## config.mk

```make
export PLATFORM = sky130hd
export DESIGN_NAME = result_drain
export DESIGN_NICKNAME = d
export VERILOG_FILES = /design/src/common/sa_pkg.sv /design/src/logic/result_drain.sv
export SDC_FILE = /design/constraint.sdc
export NUM_CORES = 1
export LEC_CHECK = 0
export BUFFER_PORTS_ARGS = -buffer_cell sky130_fd_sc_hd__buf_4
export CAP_MARGIN = 20
export CORE_ASPECT_RATIO = 1.25
export CORE_MARGIN = 2
export CORE_UTILIZATION = 25
export DETAILED_ROUTE_END_ITERATION = 10
export PLACE_DENSITY = 0.51
export SYNTH_ARGS = -nofsm -noshare
export SYNTH_HDL_FRONTEND = slang
export SYNTH_SLANG_ARGS = --single-unit
```

## constraint.sdc

```tcl
create_clock -name clk -period 4.3 [get_ports clk]
set_input_delay 0.86 -clock clk [delete_from_list [all_inputs] [get_ports clk]]
set_output_delay 0.86 -clock clk [all_outputs]
set_load 0.005 [all_outputs]
```

## src/common/sa_pkg.sv

```systemverilog
// systolic array shared definitions
package sa_pkg;

    localparam int DATA_W = 16;
    localparam int WORD_W = 32;
    localparam int ADDR_W = 8;
    localparam int KLEN_W = 5;
    localparam int AXI_AW = 12;

    // result area in the tile store
    localparam logic [ADDR_W-1:0] RES_BASE = 8'd128;

    // register map, byte offsets
    localparam logic [AXI_AW-1:0] REG_CTRL   = 12'h000;
    localparam logic [AXI_AW-1:0] REG_STATUS = 12'h004;
    localparam logic [AXI_AW-1:0] REG_KLEN   = 12'h008;
    localparam logic [AXI_AW-1:0] WIN_BASE   = 12'h400;

    // one store word, seen as an operand pair or as a tagged result
    typedef union packed {
        struct packed {
            logic [DATA_W-1:0] h_elem;
            logic [DATA_W-1:0] v_elem;
        } opnd;
        struct packed {
            logic [DATA_W-1:0] tag;
            logic [DATA_W-1:0] value;
        } res;
    } sa_word_u;

endpackage

```

## src/logic/result_drain.sv

```systemverilog
// result collection and write-back
`timescale 1ns/100ps

module result_drain import sa_pkg::*; #(
    parameter int DIM = 4
) (
    input  logic                  clk,
    input  logic                  sys_rst,
    input  logic                  start,
    input  logic [DIM-1:0]        row_res_val,
    input  logic [DIM*DATA_W-1:0] row_res,
    input  logic                  gnt,
    output logic                  req,
    output logic                  we,
    output logic [ADDR_W-1:0]     addr,
    output logic [WORD_W-1:0]     wr_data,
    output logic                  done
);

    localparam int NRES  = DIM * DIM;
    localparam int IDX_W = $clog2(NRES);
    localparam int COL_W = (DIM > 1) ? $clog2(DIM) : 1;

    sa_word_u          word;
    logic [COL_W-1:0]  col_cnt [DIM];
    logic [NRES-1:0]   filled;
    logic [DATA_W-1:0] res_buf [NRES];
    logic [IDX_W-1:0]  w_idx;

    // results leave in flat order i*DIM+j
    assign req  = filled[w_idx] && !done;
    assign we   = req;
    assign addr = RES_BASE + ADDR_W'(w_idx);

    always_comb begin
        word.res.tag   = DATA_W'(w_idx);
        word.res.value = res_buf[w_idx];
    end
    assign wr_data = word;

    always_ff @(posedge clk) begin
        if (sys_rst || start) begin
            filled <= '0;
            w_idx  <= '0;
            done   <= 1'b0;
            for (int i = 0; i < DIM; i++)
                col_cnt[i] <= '0;
        end else begin
            for (int i = 0; i < DIM; i++) begin
                if (row_res_val[i]) begin
                    filled[i*DIM + col_cnt[i]] <= 1'b1;
                    col_cnt[i] <= col_cnt[i] + 1'b1;
                end
            end
            if (req && gnt) begin
                w_idx <= w_idx + 1'b1;
                if (w_idx == IDX_W'(NRES - 1))
                    done <= 1'b1;
            end
        end
    end

    always_ff @(posedge clk) begin
        for (int i = 0; i < DIM; i++) begin
            if (row_res_val[i])
                res_buf[i*DIM + col_cnt[i]] <= row_res[i*DATA_W +: DATA_W];
        end
    end

endmodule

```

==> impl_metrics.py <==
metrics = {
    "run_status": {
        "status": "finished, final reports clean",
    },
    "clocking": {
        "postCtsSetupBuffers": 0,
        "ctsHoldBuffers": 0,
        "cts_buffers": 30,
        "htree_levels": 1,
        "clockRootBuffer": "clkbuf_16",
        "tritoncts": "done",
        "cts_buffer_depth": 3,
        "cts_resized": 0,
        "cts.clk_slew.worst_paths_ps": 60,
        "insertion_delay_ps": 540,
        "cts.sinks": 289,
    },
    "global_route": {
        "grt_pass1_wl_mm": 40.0,
        "antenna_found_initial": 2,
        "grt_pass1_vias": 5695,
        "grt_use_total": 0.116,
        "grt_max_degree": 65,
        "grt_overflow": 0,
    },
    "floorplanning": {
        "die_x_um": 197,
        "die_area_um2": 48200,
        "num_rows": 88,
        "io_pins": 115,
        "coreArea_um2": 46000,
        "initial_core_util": 0.252,
        "die_y_um": 245,
    },
    "power": {
        "ir_worst_vdd_mv": 0.295,
        "p_leak_uw": 0.00471,
        "p_total_uw": 6010,
        "power_density_nw_per_um2": 432,
    },
    "route": {
        "num_vias": 5515,
        "wl_met1_mm": 12.3,
        "topRoutingLayerUsed": "met4",
        "via_per_inst": 4.40,
        "routedWlPerCell_um": 22.5,
        "drc": 0,
        "drtIter0Drc": 312,
        "wl_met3_mm": 1.16,
        "drt_pass1_iterations": 4,
        "antenna_left": 0,
        "wl_met2_mm": 14.4,
        "wl_mm": 28.2,
    },
    "logic_synthesis": {
        "synthesis.instances": 530,
        "synth_edf_count": 264,
        "synthAdderAreaFrac": 0.0183,
        "synthTopCellsByArea": "edfxtp_1, mux4_1, mux4_2, dfxtp_1, ha_1",
        "netlist_area_um2": 11600,
        "ys.flop_type": "edfxtp_1",
        "synth.top_cell.area_share": 0.683,
        "synth-async-reset-ratio": 0,
        "ys_seq_area_frac": 0.726,
        "synth_top_family_by_area": "multiplexers",
        "yosysWarningCount": 0,
        "avgSynthCellArea_um2": 21.9,
        "synth_top_area_cell": "edfxtp_1",
        "synth_cell_type_count": 39,
        "ys_ff_latch": 289,
        "synth-simple-area-share": 0.0273,
        "synth_compound_area_frac": 0.0185,
        "synth_most_common_cell": "edfxtp_1",
        "synth.area.mux_share": 0.179,
        "synthTopCellsByCount": "edfxtp_1, mux4_1, mux4_2, dfxtp_1, buf_4",
        "yosys.area_share.xor_xnor": 0,
    },
    "sta": {
        "fin_skew_ps": 6.83,
        "finalMaxSlewViolations": 0,
        "tns_ps": 0,
        "period_share": 0.823,
        "finalCriticalPeriod_ps": 3540,
        "rsz0062_at_grt": "no",
        "max_freq_mhz": 283,
        "tightest_slew_ps": 1090,
        "finalSetupViolCount": 0,
        "slew_headroom": 0.273,
        "hold_viol": 0,
    },
    "critical_path": {
        "cpPeakStageDelay_ps": 660,
        "slowest_stage": "mux4_1",
        "worstPathCellList": "buf_12, mux4_1, mux4_2, buf_4",
        "r2r_cells": 5,
        "cp.required_ps": 3440,
        "end_kind": "output pin",
        "crit_fanout": 64,
        "worst_setup_path_start_kind": "flip-flop",
        "path_class": "reg -> out",
        "cp_data_arrival_time_ps": 2680,
    },
    "placed_design": {
        "io_buffers": 98,
        "dp_hpwl_mm": 17.7,
        "place_congestion": 0.675,
    },
    "finish": {
        "nFillCells": 4544,
        "drive_gt1_frac": 0.291,
        "synthToLayoutAreaGrowth_pct": 19.9,
        "diodes": 0,
        "nets": 736,
    },
    "job": {
        "drv_cap": 0,
    },
    "min_path": {
        "min_path_type": "reg -> reg",
        "whs_path_depth": 1,
    },
}
## final cells by class
class	instances	area (um^2)	area share
repair buffers	115	883	0.0634
multi-input cells	203	2890	0.208
inverters	8	30.0	0.00216
clock buffers	37	798	0.0573
well taps	585	732	0.0526
flip-flops and latches	289	8430	0.605
clock inverters	17	160	0.0115
## power breakdown
part,internal [uW],switching (uW)
Clock,1490,1030
Sequential,3170,20.2
Combinational,135,167
Total,4790,1220
## metrics by stage
step / hold slack, ps / util / cells / instance area (um^2) / worst slack [ps]
global route: 481 / 0.303 / 1254 / 13900 / 654
CTS: 468 / 0.302 / 1253 / 13900 / 705
floorplan: 435 / - / 544 / 11700 / 1740
detailed placement: 453 / 0.281 / 1199 / 13000 / 1290
global placement: 443 / 0.281 / 1199 / 13000 / 1290
finish: 464 / 0.303 / 1254 / 13900 / 760
## worst paths after layout
check / slack (ps) / start / end
max: 760 / flip-flop / wr_data[15]
min: 460 / filled[0] / filled[0]
max reg2reg: 2200 / w_idx[2] / w_idx[3]
min reg2reg: 460 / filled[0] / filled[0]
## cells in the final DEF (no fill, tap or decap), types with 6 or more instances in the layout
cell type	netlist	layout
clkbuf_16	0	31
clkbuf_1	4	6
and2_1	16	14
or3_1	6	6
clkinv_1	0	8
buf_4	23	113
ha_1	17	17
dfxtp_1	25	23
mux2i_1	8	8
mux4_2	32	32
mux4_1	48	48
nor2_1	6	6
edfxtp_1	264	264
inv_1	8	8
and3_1	8	8
conb_1	2	16
o21a_1	17	17
## worst max-delay path: cells and delay by family (launching register included)
family	cells	cell delay [ps]
DFF	1	350
buffers and inverters	2	540
muxes	2	1180
## logic make-up after synthesis
family          Yosys count
mux                      90
fa+ha+maj                17
simple gates             52
compound gates           28
flops                   289
buf+inv                  52
other cells               2
## state kept, by name (all words and copies together), names as in the netlist, named ones only
name,flops
filled,16
res_buf,256
col_cnt,8
done,1
w_idx,4
## per-layer routing
| metal | GRT usage | up-vias |
|---|---|---|
| met5 | 0 | - |
| met4 | 0.0190 | 0 |
| met3 | 0.0191 | 34 |
| met2 | 0.204 | 149 |
| met1 | 0.153 | 2912 |
| li1 | - | 2420 |
(Power assumes the default switching activity.)
