===== config.mk =====
export PLATFORM = sky130hd
export DESIGN_NAME = axil_regs
export DESIGN_NICKNAME = d
export VERILOG_FILES = /design/src/common/sa_pkg.sv /design/src/logic/axil_regs.sv
export SDC_FILE = /design/constraint.sdc
export NUM_CORES = 1
export LEC_CHECK = 0
export BUFFER_PORTS_ARGS = -buffer_cell sky130_fd_sc_hd__clkbuf_2
export CAP_MARGIN = 30
export CORE_MARGIN = 2
export CORE_UTILIZATION = 36
export CTS_CLUSTER_SIZE = 40
export DETAILED_ROUTE_END_ITERATION = 16
export PLACE_DENSITY = 0.78
export SLEW_MARGIN = 30
export SYNTH_ARGS = -nofsm -noshare
export SYNTH_HDL_FRONTEND = slang
export SYNTH_SLANG_ARGS = --single-unit
export TNS_END_PERCENT = 100

===== constraint.sdc =====
create_clock -name clk -period 1.43 [get_ports clk]
set_input_delay 0.286 -clock clk [delete_from_list [all_inputs] [get_ports clk]]
set_output_delay 0.286 -clock clk [all_outputs]
set_load 0.02 [all_outputs]

===== src/common/sa_pkg.sv =====
// systolic array shared definitions
package sa_pkg;

    localparam int DATA_W = 16;
    localparam int WORD_W = 32;
    localparam int ADDR_W = 8;
    localparam int KLEN_W = 5;
    localparam int AXI_AW = 12;

    // result area in the tile store
    localparam logic [ADDR_W-1:0] RES_BASE = 8'd128;

    // register map, byte offsets
    localparam logic [AXI_AW-1:0] REG_CTRL   = 12'h000;
    localparam logic [AXI_AW-1:0] REG_STATUS = 12'h004;
    localparam logic [AXI_AW-1:0] REG_KLEN   = 12'h008;
    localparam logic [AXI_AW-1:0] WIN_BASE   = 12'h400;

    // one store word, seen as an operand pair or as a tagged result
    typedef union packed {
        struct packed {
            logic [DATA_W-1:0] h_elem;
            logic [DATA_W-1:0] v_elem;
        } opnd;
        struct packed {
            logic [DATA_W-1:0] tag;
            logic [DATA_W-1:0] value;
        } res;
    } sa_word_u;

endpackage


===== src/logic/axil_regs.sv =====
// AXI4-Lite register block and store window
`timescale 1ns/100ps

module axil_regs import sa_pkg::*; (
    input  logic              clk,
    input  logic              sys_rst,
    input  logic [AXI_AW-1:0] axil_awaddr,
    input  logic              axil_awvalid,
    output logic              axil_awready,
    input  logic [31:0]       axil_wdata,
    input  logic              axil_wvalid,
    output logic              axil_wready,
    output logic [1:0]        axil_bresp,
    output logic              axil_bvalid,
    input  logic              axil_bready,
    input  logic [AXI_AW-1:0] axil_araddr,
    input  logic              axil_arvalid,
    output logic              axil_arready,
    output logic [31:0]       axil_rdata,
    output logic [1:0]        axil_rresp,
    output logic              axil_rvalid,
    input  logic              axil_rready,
    input  logic              busy,
    input  logic              done,
    input  logic              host_gnt,
    input  logic [WORD_W-1:0] rdata,
    output logic              start,
    output logic [1:0]        mode,
    output logic [KLEN_W-1:0] k_len,
    output logic              host_req,
    output logic              host_we,
    output logic [ADDR_W-1:0] host_addr,
    output logic [WORD_W-1:0] host_wdata
);

    localparam logic [1:0] RESP_OKAY   = 2'b00;
    localparam logic [1:0] RESP_SLVERR = 2'b10;

    logic        wr_sel, wr_win, wr_ok, wr_take;
    logic        rd_sel, rd_win, rd_ok, rd_take;
    logic        rd_wait;
    logic        rvalid_q;
    logic [31:0] rdata_q;
    logic [31:0] reg_rdata;

    // window is the aligned 1 KB block starting at WIN_BASE
    assign wr_win = axil_awaddr[AXI_AW-1:ADDR_W+2] == WIN_BASE[AXI_AW-1:ADDR_W+2];
    assign rd_win = axil_araddr[AXI_AW-1:ADDR_W+2] == WIN_BASE[AXI_AW-1:ADDR_W+2];
    assign wr_ok  = wr_win || axil_awaddr == REG_CTRL || axil_awaddr == REG_STATUS
                    || axil_awaddr == REG_KLEN;
    assign rd_ok  = rd_win || axil_araddr == REG_CTRL || axil_araddr == REG_STATUS
                    || axil_araddr == REG_KLEN;

    // write wins when both channels are pending
    assign wr_sel = axil_awvalid && axil_wvalid && !axil_bvalid;
    assign rd_sel = axil_arvalid && !axil_rvalid && !wr_sel;

    assign host_req   = (wr_sel && wr_win) || (rd_sel && rd_win);
    assign host_we    = wr_sel;
    assign host_addr  = wr_sel ? axil_awaddr[ADDR_W+1:2] : axil_araddr[ADDR_W+1:2];
    assign host_wdata = axil_wdata;

    // window accesses stall until the store grants
    assign wr_take      = wr_sel && (!wr_win || host_gnt);
    assign rd_take      = rd_sel && (!rd_win || host_gnt);
    assign axil_awready = wr_take;
    assign axil_wready  = wr_take;
    assign axil_arready = rd_take;

    always_comb begin
        case (axil_araddr)
            REG_CTRL:   reg_rdata = {29'd0, mode, 1'b0};
            REG_STATUS: reg_rdata = {30'd0, done, busy};
            REG_KLEN:   reg_rdata = {{(32-KLEN_W){1'b0}}, k_len};
            default:    reg_rdata = '0;
        endcase
    end

    always_ff @(posedge clk) begin
        if (sys_rst) begin
            start       <= 1'b0;
            mode        <= 2'b00;
            k_len       <= KLEN_W'(1);
            axil_bvalid <= 1'b0;
            axil_bresp  <= RESP_OKAY;
            axil_rresp  <= RESP_OKAY;
            rvalid_q    <= 1'b0;
            rd_wait     <= 1'b0;
        end else begin
            start <= wr_take && axil_awaddr == REG_CTRL && axil_wdata[0];
            if (wr_take) begin
                axil_bvalid <= 1'b1;
                axil_bresp  <= wr_ok ? RESP_OKAY : RESP_SLVERR;
                if (axil_awaddr == REG_CTRL)
                    mode <= axil_wdata[2:1];
                if (axil_awaddr == REG_KLEN)
                    k_len <= axil_wdata[KLEN_W-1:0];
            end else if (axil_bready) begin
                axil_bvalid <= 1'b0;
            end
            // store data shows for one cycle and is held if not taken
            rd_wait <= rd_take && rd_win;
            if (rd_take) begin
                axil_rresp <= rd_ok ? RESP_OKAY : RESP_SLVERR;
                rvalid_q   <= !rd_win;
            end else if (rd_wait) begin
                rvalid_q <= !axil_rready;
            end else if (axil_rready) begin
                rvalid_q <= 1'b0;
            end
        end
    end

    always_ff @(posedge clk) begin
        if (rd_take && !rd_win)
            rdata_q <= reg_rdata;
        else if (rd_wait)
            rdata_q <= rdata;
    end

    assign axil_rvalid = rvalid_q || rd_wait;
    assign axil_rdata  = rd_wait ? rdata : rdata_q;

endmodule


==> results.sh <==
export IMPL_run_status="finished with violations"
export IMPL_violations="setup timing"
export IMPL_synth_commonest_cells="45 x dfxtp_1, 35 x buf_4, 31 x nor2b_1"
export IMPL_r2r_start="rd_wait"
export IMPL_wire_per_inst_um=13.9
export IMPL_antenna_found_initial=0
export IMPL_synth_area_per_cell_um2=9.38
export IMPL_fmax_mhz=610
export IMPL_fin_cells=452
export IMPL_port_buffers=132
export IMPL_regArea_um2=906
export IMPL_crit_start="rd_wait"
export IMPL_synth_flop_cell="dfxtp_1"
export IMPL_synth_cell_types=32
export IMPL_grt_pass1_wl_mm=9.23
export IMPL_drive_above_1_share_pct=63.7
export IMPL_hold_viol=0
export IMPL_start_kind="register"
export IMPL_die_area_um2=7260
export IMPL_finClkSkew_ps=5.26
export IMPL_synth_edf_count=0
export IMPL_cp_required_ps=1140
export IMPL_insertion_delay_ps=290
export IMPL_dr_pass1_iters=4
export IMPL_clk_pin_slew_ps=80
export IMPL_diodes=0
export IMPL_async_flop_share_pct=0
export IMPL_min_delay_start="axil_bready"
export IMPL_ant_nets=0
export IMPL_netlist_area_um2=2370
export IMPL_first_global_vias=2065
export IMPL_core_um2=6350
export IMPL_period_needed_ps=1640
export IMPL_whs_ps=240
export IMPL_die_h_um=85.2
export IMPL_std_cell_rows=29
export IMPL_cts_buffers=5
export IMPL_multi_input_area_um2=1300
export IMPL_hold_class="primary input to register"
export IMPL_worst_slack_ps=-210
export IMPL_grt_max_degree=21
export IMPL_avgViaCountPerCell=4.83
export IMPL_power_density_nw_per_um2=822
export IMPL_yosysTopAreaCellShare_pct=38.0
export IMPL_max_cap_violations=0
export IMPL_route_vias_total=2185
export IMPL_p_leak_uw=0.00179
export IMPL_start_util_pct=37.4
export IMPL_ctsRootBufferMaster="clkbuf_8"
export IMPL_cts_tree="yes"
export IMPL_routed_wirelength_mm=6.28
export IMPL_place_congestion=0.794
export IMPL_worstPathMaxFanout=20
export IMPL_synth_ff_latch_count=45
export IMPL_track_usage_pct=15.6
export IMPL_drt_iter0_markers=27
export IMPL_rsz0062_at_grt="true"
export IMPL_ys_warn_count=0
export IMPL_cp_arrival_ps=1350
export IMPL_maxSlewViolCount=0
export IMPL_dp_hpwl_mm=4.54
export IMPL_p_total_uw=2930
export IMPL_overflow=0
export IMPL_yosysMostFrequentCell="dfxtp_1"
export IMPL_syn_to_final_growth_pct=49.9
export IMPL_syn_inst=253
export IMPL_nFillCells=518
export IMPL_seq_area_frac_synth_pct=38.0
export IMPL_post_route_period_util_pct=115
export IMPL_io_pins=189
export IMPL_vdd_drop_max_mv=0.417
export IMPL_placedCellCount=430
export IMPL_htree_levels=2
export IMPL_remaining_drc_errors=0
export IMPL_setup_viol=83
export IMPL_cts_sinks=45
export IMPL_synth_area_leaders="dfxtp_1 38%, mux2_2 14%, buf_4 11%, nor2b_1 8.2%, mux2i_1 5.1%"
export IMPL_clock_path_buffers=2
export IMPL_die_x_um=85.2
export IMPL_end_kind="output pin"
export IMPL_critPathKind="register to output pin"
export IMPL_yosys_area_top_type="dfxtp_1"
export IMPL_nNetsFinal=472
placed cells by master, fill, tap and decap left out, types with 9 or more instances in the layout:
| cell | instances |
|---|---|
| buf_4 | 14 |
| dfxtp_1 | 43 |
| mux2i_1 | 11 |
| nand2_1 | 11 |
| nand2b_1 | 13 |
| mux2_2 | 29 |
| buf_8 | 13 |
| nor2_1 | 9 |
| clkbuf_2 | 114 |
| nor2b_1 | 26 |
| clkbuf_8 | 10 |
per-stage QoR:
| step | instance area [µm²] | util [%] | setup WS [ps] | TNS (ps) |
|---|---|---|---|---|
| after global placement | 2950 | 46.4 | -87.4 | -453 |
| after detailed placement | 2950 | 46.4 | -168 | -1260 |
| after floorplan | 2400 | - | -79.7 | -79.7 |
| after CTS | 3320 | 52.2 | -235 | -9340 |
| final | 3560 | 56.0 | -210 | -9690 |
| after global routing | 3560 | 56.0 | -276 | -14700 |
worst max-delay path, cell delays in order, from the launching register on:
cell and delay (ps):
dfxtp_4 380, buf_12 160, mux2_2 360, buf_4 160
sequential cells by signal (all words and copies together), names as in the netlist:
name / count
axil_bresp: 1
axil_bvalid: 1
axil_rresp: 1
k_len: 5
mode: 2
rd_wait: 1
rdata_q: 32
rvalid_q: 1
start: 1
report_power, final:
group	total (µW)	leakage (µW)	switching [µW]	internal [µW]
Combinational	760	0.00137	378	382
Sequential	1310	0.000366	14.3	1290
Clock	861	0.0000542	423	437
Total	2930	0.00179	815	2110
metal layers:
metal  GRT usage (%)  part of all wire (%)  vias up
li1                -                     -     1049
met1            17.1                    39     1011
met2            27.9                    50      107
met3            4.47                   7.9       18
met4            6.93                   2.5        0
met5               0                     0        -
timing repair:
item                                    in CTS  in global routing
gates cloned                                 1                  3
pin swaps                                   13                 13
buffers inserted                             7                  3
endpoints found under the setup margin      51                 85
gates resized for setup                     53                 57
hold buffers                                 0                  0
final timing paths:
path | end | slack [ps] | depth (start not counted)
worst max register to register | rdata_q[3] | -80 | 7
worst max-delay path | axil_rdata[18] | -210 | 3
worst min register to register | mode[0] | 500 | 2
worst min-delay path | axil_bvalid | 240 | 3
layout make-up:
class | instances | share of cell area [%]
Inverter | 7 | 0.809
Clock inverter | 1 | 0.141
Timing Repair Buffer | 160 | 31.7
Clock buffer | 7 | 2.71
Sequential cell | 45 | 25.5
Multi-Input combinational cell | 155 | 36.5
Tap cell | 77 | 2.71
kinds of logic (layout without fill, tap and decap cells):
logic type	Yosys count	after routing	share of synthesized area, %
buffers and inverters	54	175	14.3
AO/OA/AOI/OAI	14	14	3.80
AND/OR/NAND/NOR	98	98	25.0
multiplexers	41	41	18.8
other	1	2	0.158
flip-flops	45	45	38.0
(Power assumes the default switching activity.)
