### config.mk
export PLATFORM = sky130hd
export DESIGN_NAME = operand_feeder
export DESIGN_NICKNAME = d
export VERILOG_FILES = /design/src/common/sa_pkg.sv /design/src/logic/operand_feeder.sv
export SDC_FILE = /design/constraint.sdc
export NUM_CORES = 1
export LEC_CHECK = 0
export ABC_AREA = 1
export ABC_CLOCK_PERIOD_IN_PS = 7200
export BUFFER_PORTS_ARGS = -buffer_cell sky130_fd_sc_hd__buf_2
export CAP_MARGIN = 20
export CORE_AREA = 10 10 148 150
export DETAILED_ROUTE_END_ITERATION = 6
export DIE_AREA = 0 0 158 160
export PLACE_DENSITY = 0.82
export SLEW_MARGIN = 20
export SYNTH_ARGS = -nofsm -noshare
export SYNTH_HDL_FRONTEND = slang
export SYNTH_SLANG_ARGS = --single-unit
### constraint.sdc
create_clock -name clk -period 7.2 [get_ports clk]
set_input_delay 1.44 -clock clk [delete_from_list [all_inputs] [get_ports clk]]
set_output_delay 1.44 -clock clk [all_outputs]
set_load 0.005 [all_outputs]
### src/common/sa_pkg.sv
// systolic array shared definitions
package sa_pkg;

    localparam int DATA_W = 16;
    localparam int WORD_W = 32;
    localparam int ADDR_W = 8;
    localparam int KLEN_W = 5;
    localparam int AXI_AW = 12;

    // result area in the tile store
    localparam logic [ADDR_W-1:0] RES_BASE = 8'd128;

    // register map, byte offsets
    localparam logic [AXI_AW-1:0] REG_CTRL   = 12'h000;
    localparam logic [AXI_AW-1:0] REG_STATUS = 12'h004;
    localparam logic [AXI_AW-1:0] REG_KLEN   = 12'h008;
    localparam logic [AXI_AW-1:0] WIN_BASE   = 12'h400;

    // one store word, seen as an operand pair or as a tagged result
    typedef union packed {
        struct packed {
            logic [DATA_W-1:0] h_elem;
            logic [DATA_W-1:0] v_elem;
        } opnd;
        struct packed {
            logic [DATA_W-1:0] tag;
            logic [DATA_W-1:0] value;
        } res;
    } sa_word_u;

endpackage

### src/logic/operand_feeder.sv
// operand fetch and skewed stream generator
`timescale 1ns/100ps

module operand_feeder import sa_pkg::*; #(
    parameter int DIM = 4
) (
    input  logic                  clk,
    input  logic                  sys_rst,
    input  logic                  start,
    input  logic [1:0]            mode,
    input  logic [KLEN_W-1:0]     k_len,
    input  logic                  gnt,
    input  logic [WORD_W-1:0]     rd_data,
    output logic                  req,
    output logic [ADDR_W-1:0]     addr,
    output logic                  busy,
    output logic [1:0]            grid_mode,
    output logic [DIM-1:0]        col_en,
    output logic [DIM-1:0]        col_done,
    output logic [DIM*DATA_W-1:0] col_data,
    output logic [DIM*DATA_W-1:0] row_data
);

    localparam int IDX_W  = (DIM > 1) ? $clog2(DIM) : 1;
    localparam int LANE_W = 2 + 2 * DATA_W;

    sa_word_u          word;
    logic              rd_act;
    logic              rd_vld;
    logic              base_en;
    logic              last_word;
    logic              last_step;
    logic [2:0]        fin_sr;
    logic [IDX_W-1:0]  w_cnt;
    logic [IDX_W-1:0]  rd_idx;
    logic [KLEN_W-1:0] k_cnt;
    logic [DATA_W-1:0] h_stg [DIM];
    logic [DATA_W-1:0] v_stg [DIM];

    assign word      = rd_data;
    assign req       = rd_act;
    assign addr      = ADDR_W'(k_cnt) * ADDR_W'(DIM) + ADDR_W'(w_cnt);
    assign last_word = (w_cnt == IDX_W'(DIM - 1));
    assign last_step = (k_cnt == k_len - 1'b1);

    always_ff @(posedge clk) begin
        if (sys_rst) begin
            busy      <= 1'b0;
            rd_act    <= 1'b0;
            rd_vld    <= 1'b0;
            base_en   <= 1'b0;
            fin_sr    <= '0;
            w_cnt     <= '0;
            k_cnt     <= '0;
            grid_mode <= 2'b00;
        end else begin
            rd_vld  <= req && gnt;
            // all DIM words of a step staged, fire one enable
            base_en <= rd_vld && (rd_idx == IDX_W'(DIM - 1));
            // done trails the last enable by one cycle
            fin_sr  <= {fin_sr[1:0], req && gnt && last_word && last_step};
            if (start && !busy) begin
                busy      <= 1'b1;
                rd_act    <= 1'b1;
                w_cnt     <= '0;
                k_cnt     <= '0;
                grid_mode <= mode;
            end else if (fin_sr[2]) begin
                busy <= 1'b0;
            end
            if (rd_act && gnt) begin
                if (last_word) begin
                    w_cnt <= '0;
                    if (last_step)
                        rd_act <= 1'b0;
                    else
                        k_cnt <= k_cnt + 1'b1;
                end else begin
                    w_cnt <= w_cnt + 1'b1;
                end
            end
        end
    end

    always_ff @(posedge clk) begin
        rd_idx <= w_cnt;
        if (rd_vld) begin
            h_stg[rd_idx] <= word.opnd.h_elem;
            v_stg[rd_idx] <= word.opnd.v_elem;
        end
    end

    // lane i carries row i and column i, both delayed by i cycles
    for (genvar i = 0; i < DIM; i++) begin : g_lane
        logic [LANE_W-1:0] lane_in;
        logic [LANE_W-1:0] lane_out;

        assign lane_in = {fin_sr[2], base_en, v_stg[i], h_stg[i]};

        if (i == 0) begin : g_direct
            assign lane_out = lane_in;
        end else begin : g_delay
            logic [LANE_W-1:0] sr [i];

            always_ff @(posedge clk) begin
                if (sys_rst) begin
                    for (int n = 0; n < i; n++)
                        sr[n] <= '0;
                end else begin
                    sr[0] <= lane_in;
                    for (int n = 1; n < i; n++)
                        sr[n] <= sr[n-1];
                end
            end
            assign lane_out = sr[i-1];
        end

        assign col_done[i]                 = lane_out[LANE_W-1];
        assign col_en[i]                   = lane_out[LANE_W-2];
        assign col_data[i*DATA_W +: DATA_W] = lane_out[DATA_W +: DATA_W];
        assign row_data[i*DATA_W +: DATA_W] = lane_out[0 +: DATA_W];
    end

    a_start_idle: assert property (
        @(posedge clk) disable iff (sys_rst) start |-> !busy
    ) else $error("start issued while the engine is busy");

endmodule

==> results of run 1 <==
-- area by class of cell --
| cell class | count | share of cell area |
|---|---|---|
| multi-input cells | 295 | 0.103 |
| well taps | 238 | 0.0236 |
| inverters | 223 | 0.0664 |
| clock inverters | 5 | 0.00347 |
| flip-flops and latches | 344 | 0.648 |
| repair buffers | 195 | 0.0791 |
| clock buffers | 53 | 0.0769 |
-- worst paths after layout --
path,start,endpoint,slack [ps],depth (start not counted)
worst min-delay path,g_lane[3].g_delay.sr[0][27],g_lane[3].g_delay.sr[0][61],390,2
worst max register to register,rd_vld,h_stg[0][7],5430,3
worst min register to register,g_lane[3].g_delay.sr[0][27],g_lane[3].g_delay.sr[0][61],390,2
worst max-delay path,sys_rst,g_lane[1].g_delay.sr[0][22],4480,3
-- stage by stage --
stage / cell area (um2) / hold slack [ps] / util
after floorplan: 10900 / 382 / -
after global placement: 11600 / 383 / 0.608
after detailed placement: 11600 / 392 / 0.608
after CTS: 12600 / 398 / 0.661
after global routing: 12600 / 407 / 0.661
final: 12600 / 391 / 0.661
-- layer usage --
layer / vias up / GRT usage / share of wire
met5: - / 0 / 0
met1: 2659 / 0.152 / 0.40
met3: 29 / 0.0371 / 0.067
li1: 3024 / - / -
met4: 0 / 0.0468 / 0.023
met2: 140 / 0.249 / 0.51
-- power by group through the flow --
stage	Combinational [mW]	Sequential [mW]	Clock [mW]
3_5_place_dp	0.106	2.10	0
6_report	0.104	2.06	1.58
4_1_cts	0.107	2.06	1.62
3_3_place_gp	0.102	2.10	0
2_1_floorplan	0.0630	2.10	0
5_1_grt	0.118	2.06	1.69
-- registers in the layout, indices dropped and copies added (netlist names) --
name               cells
grid_mode              2
k_cnt                  5
w_cnt                  2
h_stg                 64
base_en                1
v_stg                 64
rd_idx                 2
req                    1
rd_vld                 1
fin_sr                 3
g_lane.g_delay.sr    198
busy                   1
-- kinds of logic after synthesis --
| kind of cell | Yosys count | synth area share |
|---|---|---|
| other | 1 | 0.000343 |
| DFF | 344 | 0.747 |
| AOI/OAI and AO/OA | 11 | 0.00709 |
| xor gates and xnor gates | 3 | 0.00240 |
| adders and majority gates | 3 | 0.00343 |
| buffers and inverters | 320 | 0.137 |
| and+or+nand+nor | 277 | 0.103 |
-- critical path, delay by kind of cell --
kind / cells / cell delay, ps
buf+inv: 2 / 1400
simple gates: 1 / 140
-- layout by cell type, fill, tap and decap left out, types with 2 or more instances in the layout --
master and instances:
a21oi_1 3, buf_2 188, buf_4 6, clkbuf_1 12
clkbuf_16 32, clkbuf_8 9, clkinv_1 2, clkinv_2 3
dfxtp_1 216, edfxtp_1 128, ha_1 3, inv_1 217
inv_2 4, nand2_1 30, nand2_2 2, nand2_4 3
nand3_1 11, nor2_1 221, nor2_4 2, nor3_2 3
o21a_1 2, o21ai_0 2, xor2_1 3
==> impl_metrics.tcl, run 1 <==
set metrics [dict create \
    run_status "completed" \
    sw_frac_of_total 0.197 \
    dr.pass1.iters 4 \
    synth_nets 1005 \
    start_kind "input pin" \
    synthCells 959 \
    wl_per_cell_um 13.4 \
    synth_ff_type "dfxtp_1" \
    ir_drop_uv 233 \
    endpoint_kind "flop" \
    ys_types 31 \
    via_per_inst 4.33 \
    internal_power_mw 3.00 \
    cts_tree "yes" \
    layout.nets 1136 \
    fin_crit_sh 0.378 \
    final_antenna_net_count 0 \
    grt_usage 0.138 \
    finalSetupTns_ps 0 \
    clk_latency_ps 560 \
    netlist_area_mm2 0.0109 \
    p_seq_frac 0.551 \
    syn_area_per_cell_um2 11.4 \
    fin_crit_ps 2720 \
    clock_skew_ps 10.9 \
    ios 191 \
    routed_wl_um 18100 \
    multiInputGateArea_mm2 0.00130 \
    rsz0062_at_grt "false" \
    ys_warn_count 0 \
    area_delta_synth_final_pct 15.3 \
    p_total_mw 3.74 \
    seq_area_mm2 0.00817 \
    numCtsBuffers 31 \
    ys_seq_area_frac 0.747 \
    p_clk_frac 0.421 \
    slowest_delay_ps 880 \
    maxCapViolations 0 \
    vias 5852 \
    switching_power_mw 0.738 \
    start_util 0.573 \
    ctsResizeCount 0 \
    synth_area_leader_cell "dfxtp_1" \
    die_h_um 160 \
    cp.arrival_ps 3120 \
    setup_viol 0 \
    path_cells "buf_6, buf_4, nor2_1" \
    first_global_vias 5709 \
    fmax_mhz 367 \
    die_area_mm2 0.0253 \
    clock_path_buffers 3 \
    rows 51 \
    die_x_um 158 \
    synth_area_leaders "dfxtp_1 40%, edfxtp_1 35%, nor2_1 7.6%" \
    critPathSlowestCell "buf_4" \
    root_buffer "clkbuf_16" \
    maxSlewViolCount 0 \
    fp.coreArea_mm2 0.0191 \
    post_cts_buffers 0 \
    numClockSinks 344 \
    worstMarginPinSlew_ps 1010 \
    post-synth-top-count-cell "nor2_1" \
    grt_max_degree 107 \
    path_clk_slew_ps 60 \
    htree_levels 1 \
    grt_pass1_wl_um 28100 \
    antenna_found_initial 0 \
    dp.cells 1295 \
    path_max_fanout 106 \
    antennaDiodeCount 0 \
    dpl.hpwl_um 11800 \
    relSlewSlack 0.327 \
    synth_edf_count 128 \
    fill_cells 1357 \
    comb_power_share 0.028 \
    async_flop_share 0 \
    cp.required_ps 7600 \
    finalNonFillerCells 1353 \
    drtIter0Drc 287 \
    layout_setup_ws_ps 4480 \
    ys_ff_latch 344 \
    yosysTopAreaCellShare 0.395 \
    power.density_mw_per_mm2 297 \
    crit_type "in -> reg" \
    leakage_nw 5.82 \
    drive_gt1_frac 0.233 \
    ys_top_cells_by_count "221 x nor2_1, 217 x inv_1, 216 x dfxtp_1" \
    post-place-ws_ps 3940 \
    hold_class "reg -> reg" \
    remaining_drc_errors 0 \
    finalWeightedCongestion 0.783 \
    hold_viol 0 \
    gr-total-overflow 0 \
    portBuffers 189 \
    ctsHoldBuffers 0 \
]
Power figures use the tool's default switching activity.
==> run 2: changes to the inputs <==
--- a/config.mk
+++ b/config.mk
@@ -6,13 +6,13 @@
 export NUM_CORES = 1
 export LEC_CHECK = 0
 export ABC_AREA = 1
-export ABC_CLOCK_PERIOD_IN_PS = 7200
+export ABC_CLOCK_PERIOD_IN_PS = 2800
 export BUFFER_PORTS_ARGS = -buffer_cell sky130_fd_sc_hd__buf_2
 export CAP_MARGIN = 20
-export CORE_AREA = 10 10 148 150
+export CORE_AREA = 10 10 153 155
 export DETAILED_ROUTE_END_ITERATION = 6
-export DIE_AREA = 0 0 158 160
-export PLACE_DENSITY = 0.82
+export DIE_AREA = 0 0 163 165
+export PLACE_DENSITY = 0.77
 export SLEW_MARGIN = 20
 export SYNTH_ARGS = -nofsm -noshare
 export SYNTH_HDL_FRONTEND = slang
==> constraint.sdc (replaced) <==
create_clock -name clk -period 2.8 [get_ports clk]
set_input_delay 0.56 -clock clk [delete_from_list [all_inputs] [get_ports clk]]
set_output_delay 0.56 -clock clk [all_outputs]
set_load 0.005 [all_outputs]
==> impl_metrics.tcl, run 2 (synthesis results as in run 1) <==
set metrics [dict create \
    gr-total-overflow 0 \
    path_delay_family "flip-flops" \
    antenna_found_initial 1 \
    start_kind "flop" \
    largest_reg_flops 198 \
    sw_frac_of_total 0.200 \
    via_per_inst 4.24 \
    dp.cells 1329 \
    rsz0062_at_grt "false" \
    routed_wl_um 18800 \
    path_max_fanout 6 \
    layout_common_cells "221 x nor2_1, 217 x inv_1, 216 x dfxtp_1" \
    power.density_mw_per_mm2 776 \
    critPathSlowestCell "dfxtp_1" \
    clock_skew_ps 11.7 \
    die_area_mm2 0.0269 \
    maxSlewViolCount 0 \
    p_seq_frac 0.536 \
    largestRegisters "g_lane.g_delay.sr: 198 flops, h_stg: 64 flops, v_stg: 64 flops" \
    dpl_cell_area_mm2 0.0117 \
    portBuffers 189 \
    min_path_cells 1 \
    crit_type "reg -> out" \
    r2r_start "w_cnt[0]" \
    clock_path_buffers 3 \
    relSlewSlack 0.496 \
    root_buffer "clkbuf_16" \
    clk_latency_ps 500 \
    rows 52 \
    worstMarginPinSlew_ps 755 \
    wl_per_cell_um 13.5 \
    layout_setup_ws_ps 1140 \
    numClockSinks 344 \
    ir_drop_uv 580 \
    switching_power_mw 1.98 \
    layout_commonest_cell "nor2_1" \
    die_h_um 165 \
    cp.arrival_ps 1100 \
    slowest_delay_ps 440 \
    worstHoldStart "rd_data[20]" \
    final_area_mm2 0.0128 \
    path_clk_slew_ps 60 \
    drive_gt1_frac 0.238 \
    start_util 0.542 \
    fin_crit_sh 0.592 \
    dpl.hpwl_um 12300 \
    finalNonFillerCells 1392 \
    grt_max_degree 130 \
    hold_class "in -> reg" \
    grt_pass1_wl_um 28800 \
    vias 5903 \
    run_status "completed" \
    p_clk_frac 0.437 \
    grt_usage 0.135 \
    hold_viol 0 \
    area_delta_synth_final_pct 16.6 \
    first_global_vias 5760 \
    dr.pass1.iters 4 \
    internal_power_mw 7.92 \
    remaining_drc_errors 0 \
    fin_crit_ps 1660 \
    setup_viol 0 \
    maxCapViolations 0 \
    leakage_nw 5.86 \
    post_cts_buffers 0 \
    fmax_mhz 603 \
    comb_power_share 0.027 \
    ios 191 \
    post-place-ws_ps 903 \
    fin_util 0.632 \
    seq_area_mm2 0.00817 \
    r2r_cells 6 \
    numCtsBuffers 34 \
    fill_cells 1543 \
    ctsHoldBuffers 0 \
    crit_buf_inv 1 \
    layout.nets 1141 \
    die_x_um 163 \
    cts_tree "yes" \
    htree_levels 2 \
    multiInputGateArea_mm2 0.00129 \
    path_cells "buf_2" \
    finalWeightedCongestion 0.772 \
    final_antenna_net_count 0 \
    max_flop_register "g_lane.g_delay.sr" \
    fp.coreArea_mm2 0.0202 \
    cp.required_ps 2240 \
    crit_path_start "k_cnt[2]" \
    endpoint_kind "output pin" \
    ctsResizeCount 0 \
    drtIter0Drc 225 \
    cp_num_cells 1 \
]
run 2: cell count changes in the layout (fill, tap and decap cells not counted), moves of 2 or more:
cell,previous run,this run
clkbuf_8,9,7
inv_6,1,3
clkbuf_16,32,34
clkinvlp_4,0,3
clkbuf_1,12,9
clkinv_1,2,4
run 2: per-stage QoR:
step                      TNS (ps)  hold slack, ps  total power [mW]
after global placement           0             381              5.68
after detailed placement         0             382              5.69
final                            0             278              9.90
after floorplan             -35090             382              5.57
after CTS                        0             258              10.0
after global routing             0             268              10.2
run 2: cell type report:
type,count,area share
Clock buffer,50,0.0769
Multi-Input combinational cell,295,0.101
Timing Repair Buffer,197,0.0803
Tap cell,270,0.0265
Antenna cell,1,0.000196
Clock inverter,12,0.00883
Sequential cell,344,0.640
Inverter,223,0.0656
run 2: metal layers:
| layer | vias to the layer above | part of all wire | track usage |
|---|---|---|---|
| met3 | 43 | 0.077 | 0.0461 |
| met1 | 2676 | 0.38 | 0.140 |
| met4 | 0 | 0.026 | 0.0516 |
| met2 | 147 | 0.52 | 0.246 |
| met5 | - | 0 | 0 |
| li1 | 3037 | - | - |
run 2: power groups by stage:
stage / Clock [mW] / Combinational (mW) / Sequential, mW
final: 4.33 / 0.271 / 5.30
after global routing: 4.62 / 0.307 / 5.31
after CTS: 4.42 / 0.279 / 5.30
after detailed placement: 0 / 0.278 / 5.41
after global placement: 0 / 0.271 / 5.41
after floorplan: 0 / 0.162 / 5.41
run 2: final timing paths:
kind / endpoint / slack [ps]
worst max register to register: req / 1180
worst min register to register: rd_idx[1] / 390
worst max-delay path: addr[4] / 1140
worst min-delay path: h_stg[2][4] / 280
run 2: worst register-to-register path: stages, from the launching register on:
cell      delay [ps]
dfxtp_1          390
ha_1             200
inv_1             40
nor2_1           530
nand3_1          190
o211ai_1         120
inv_1             50
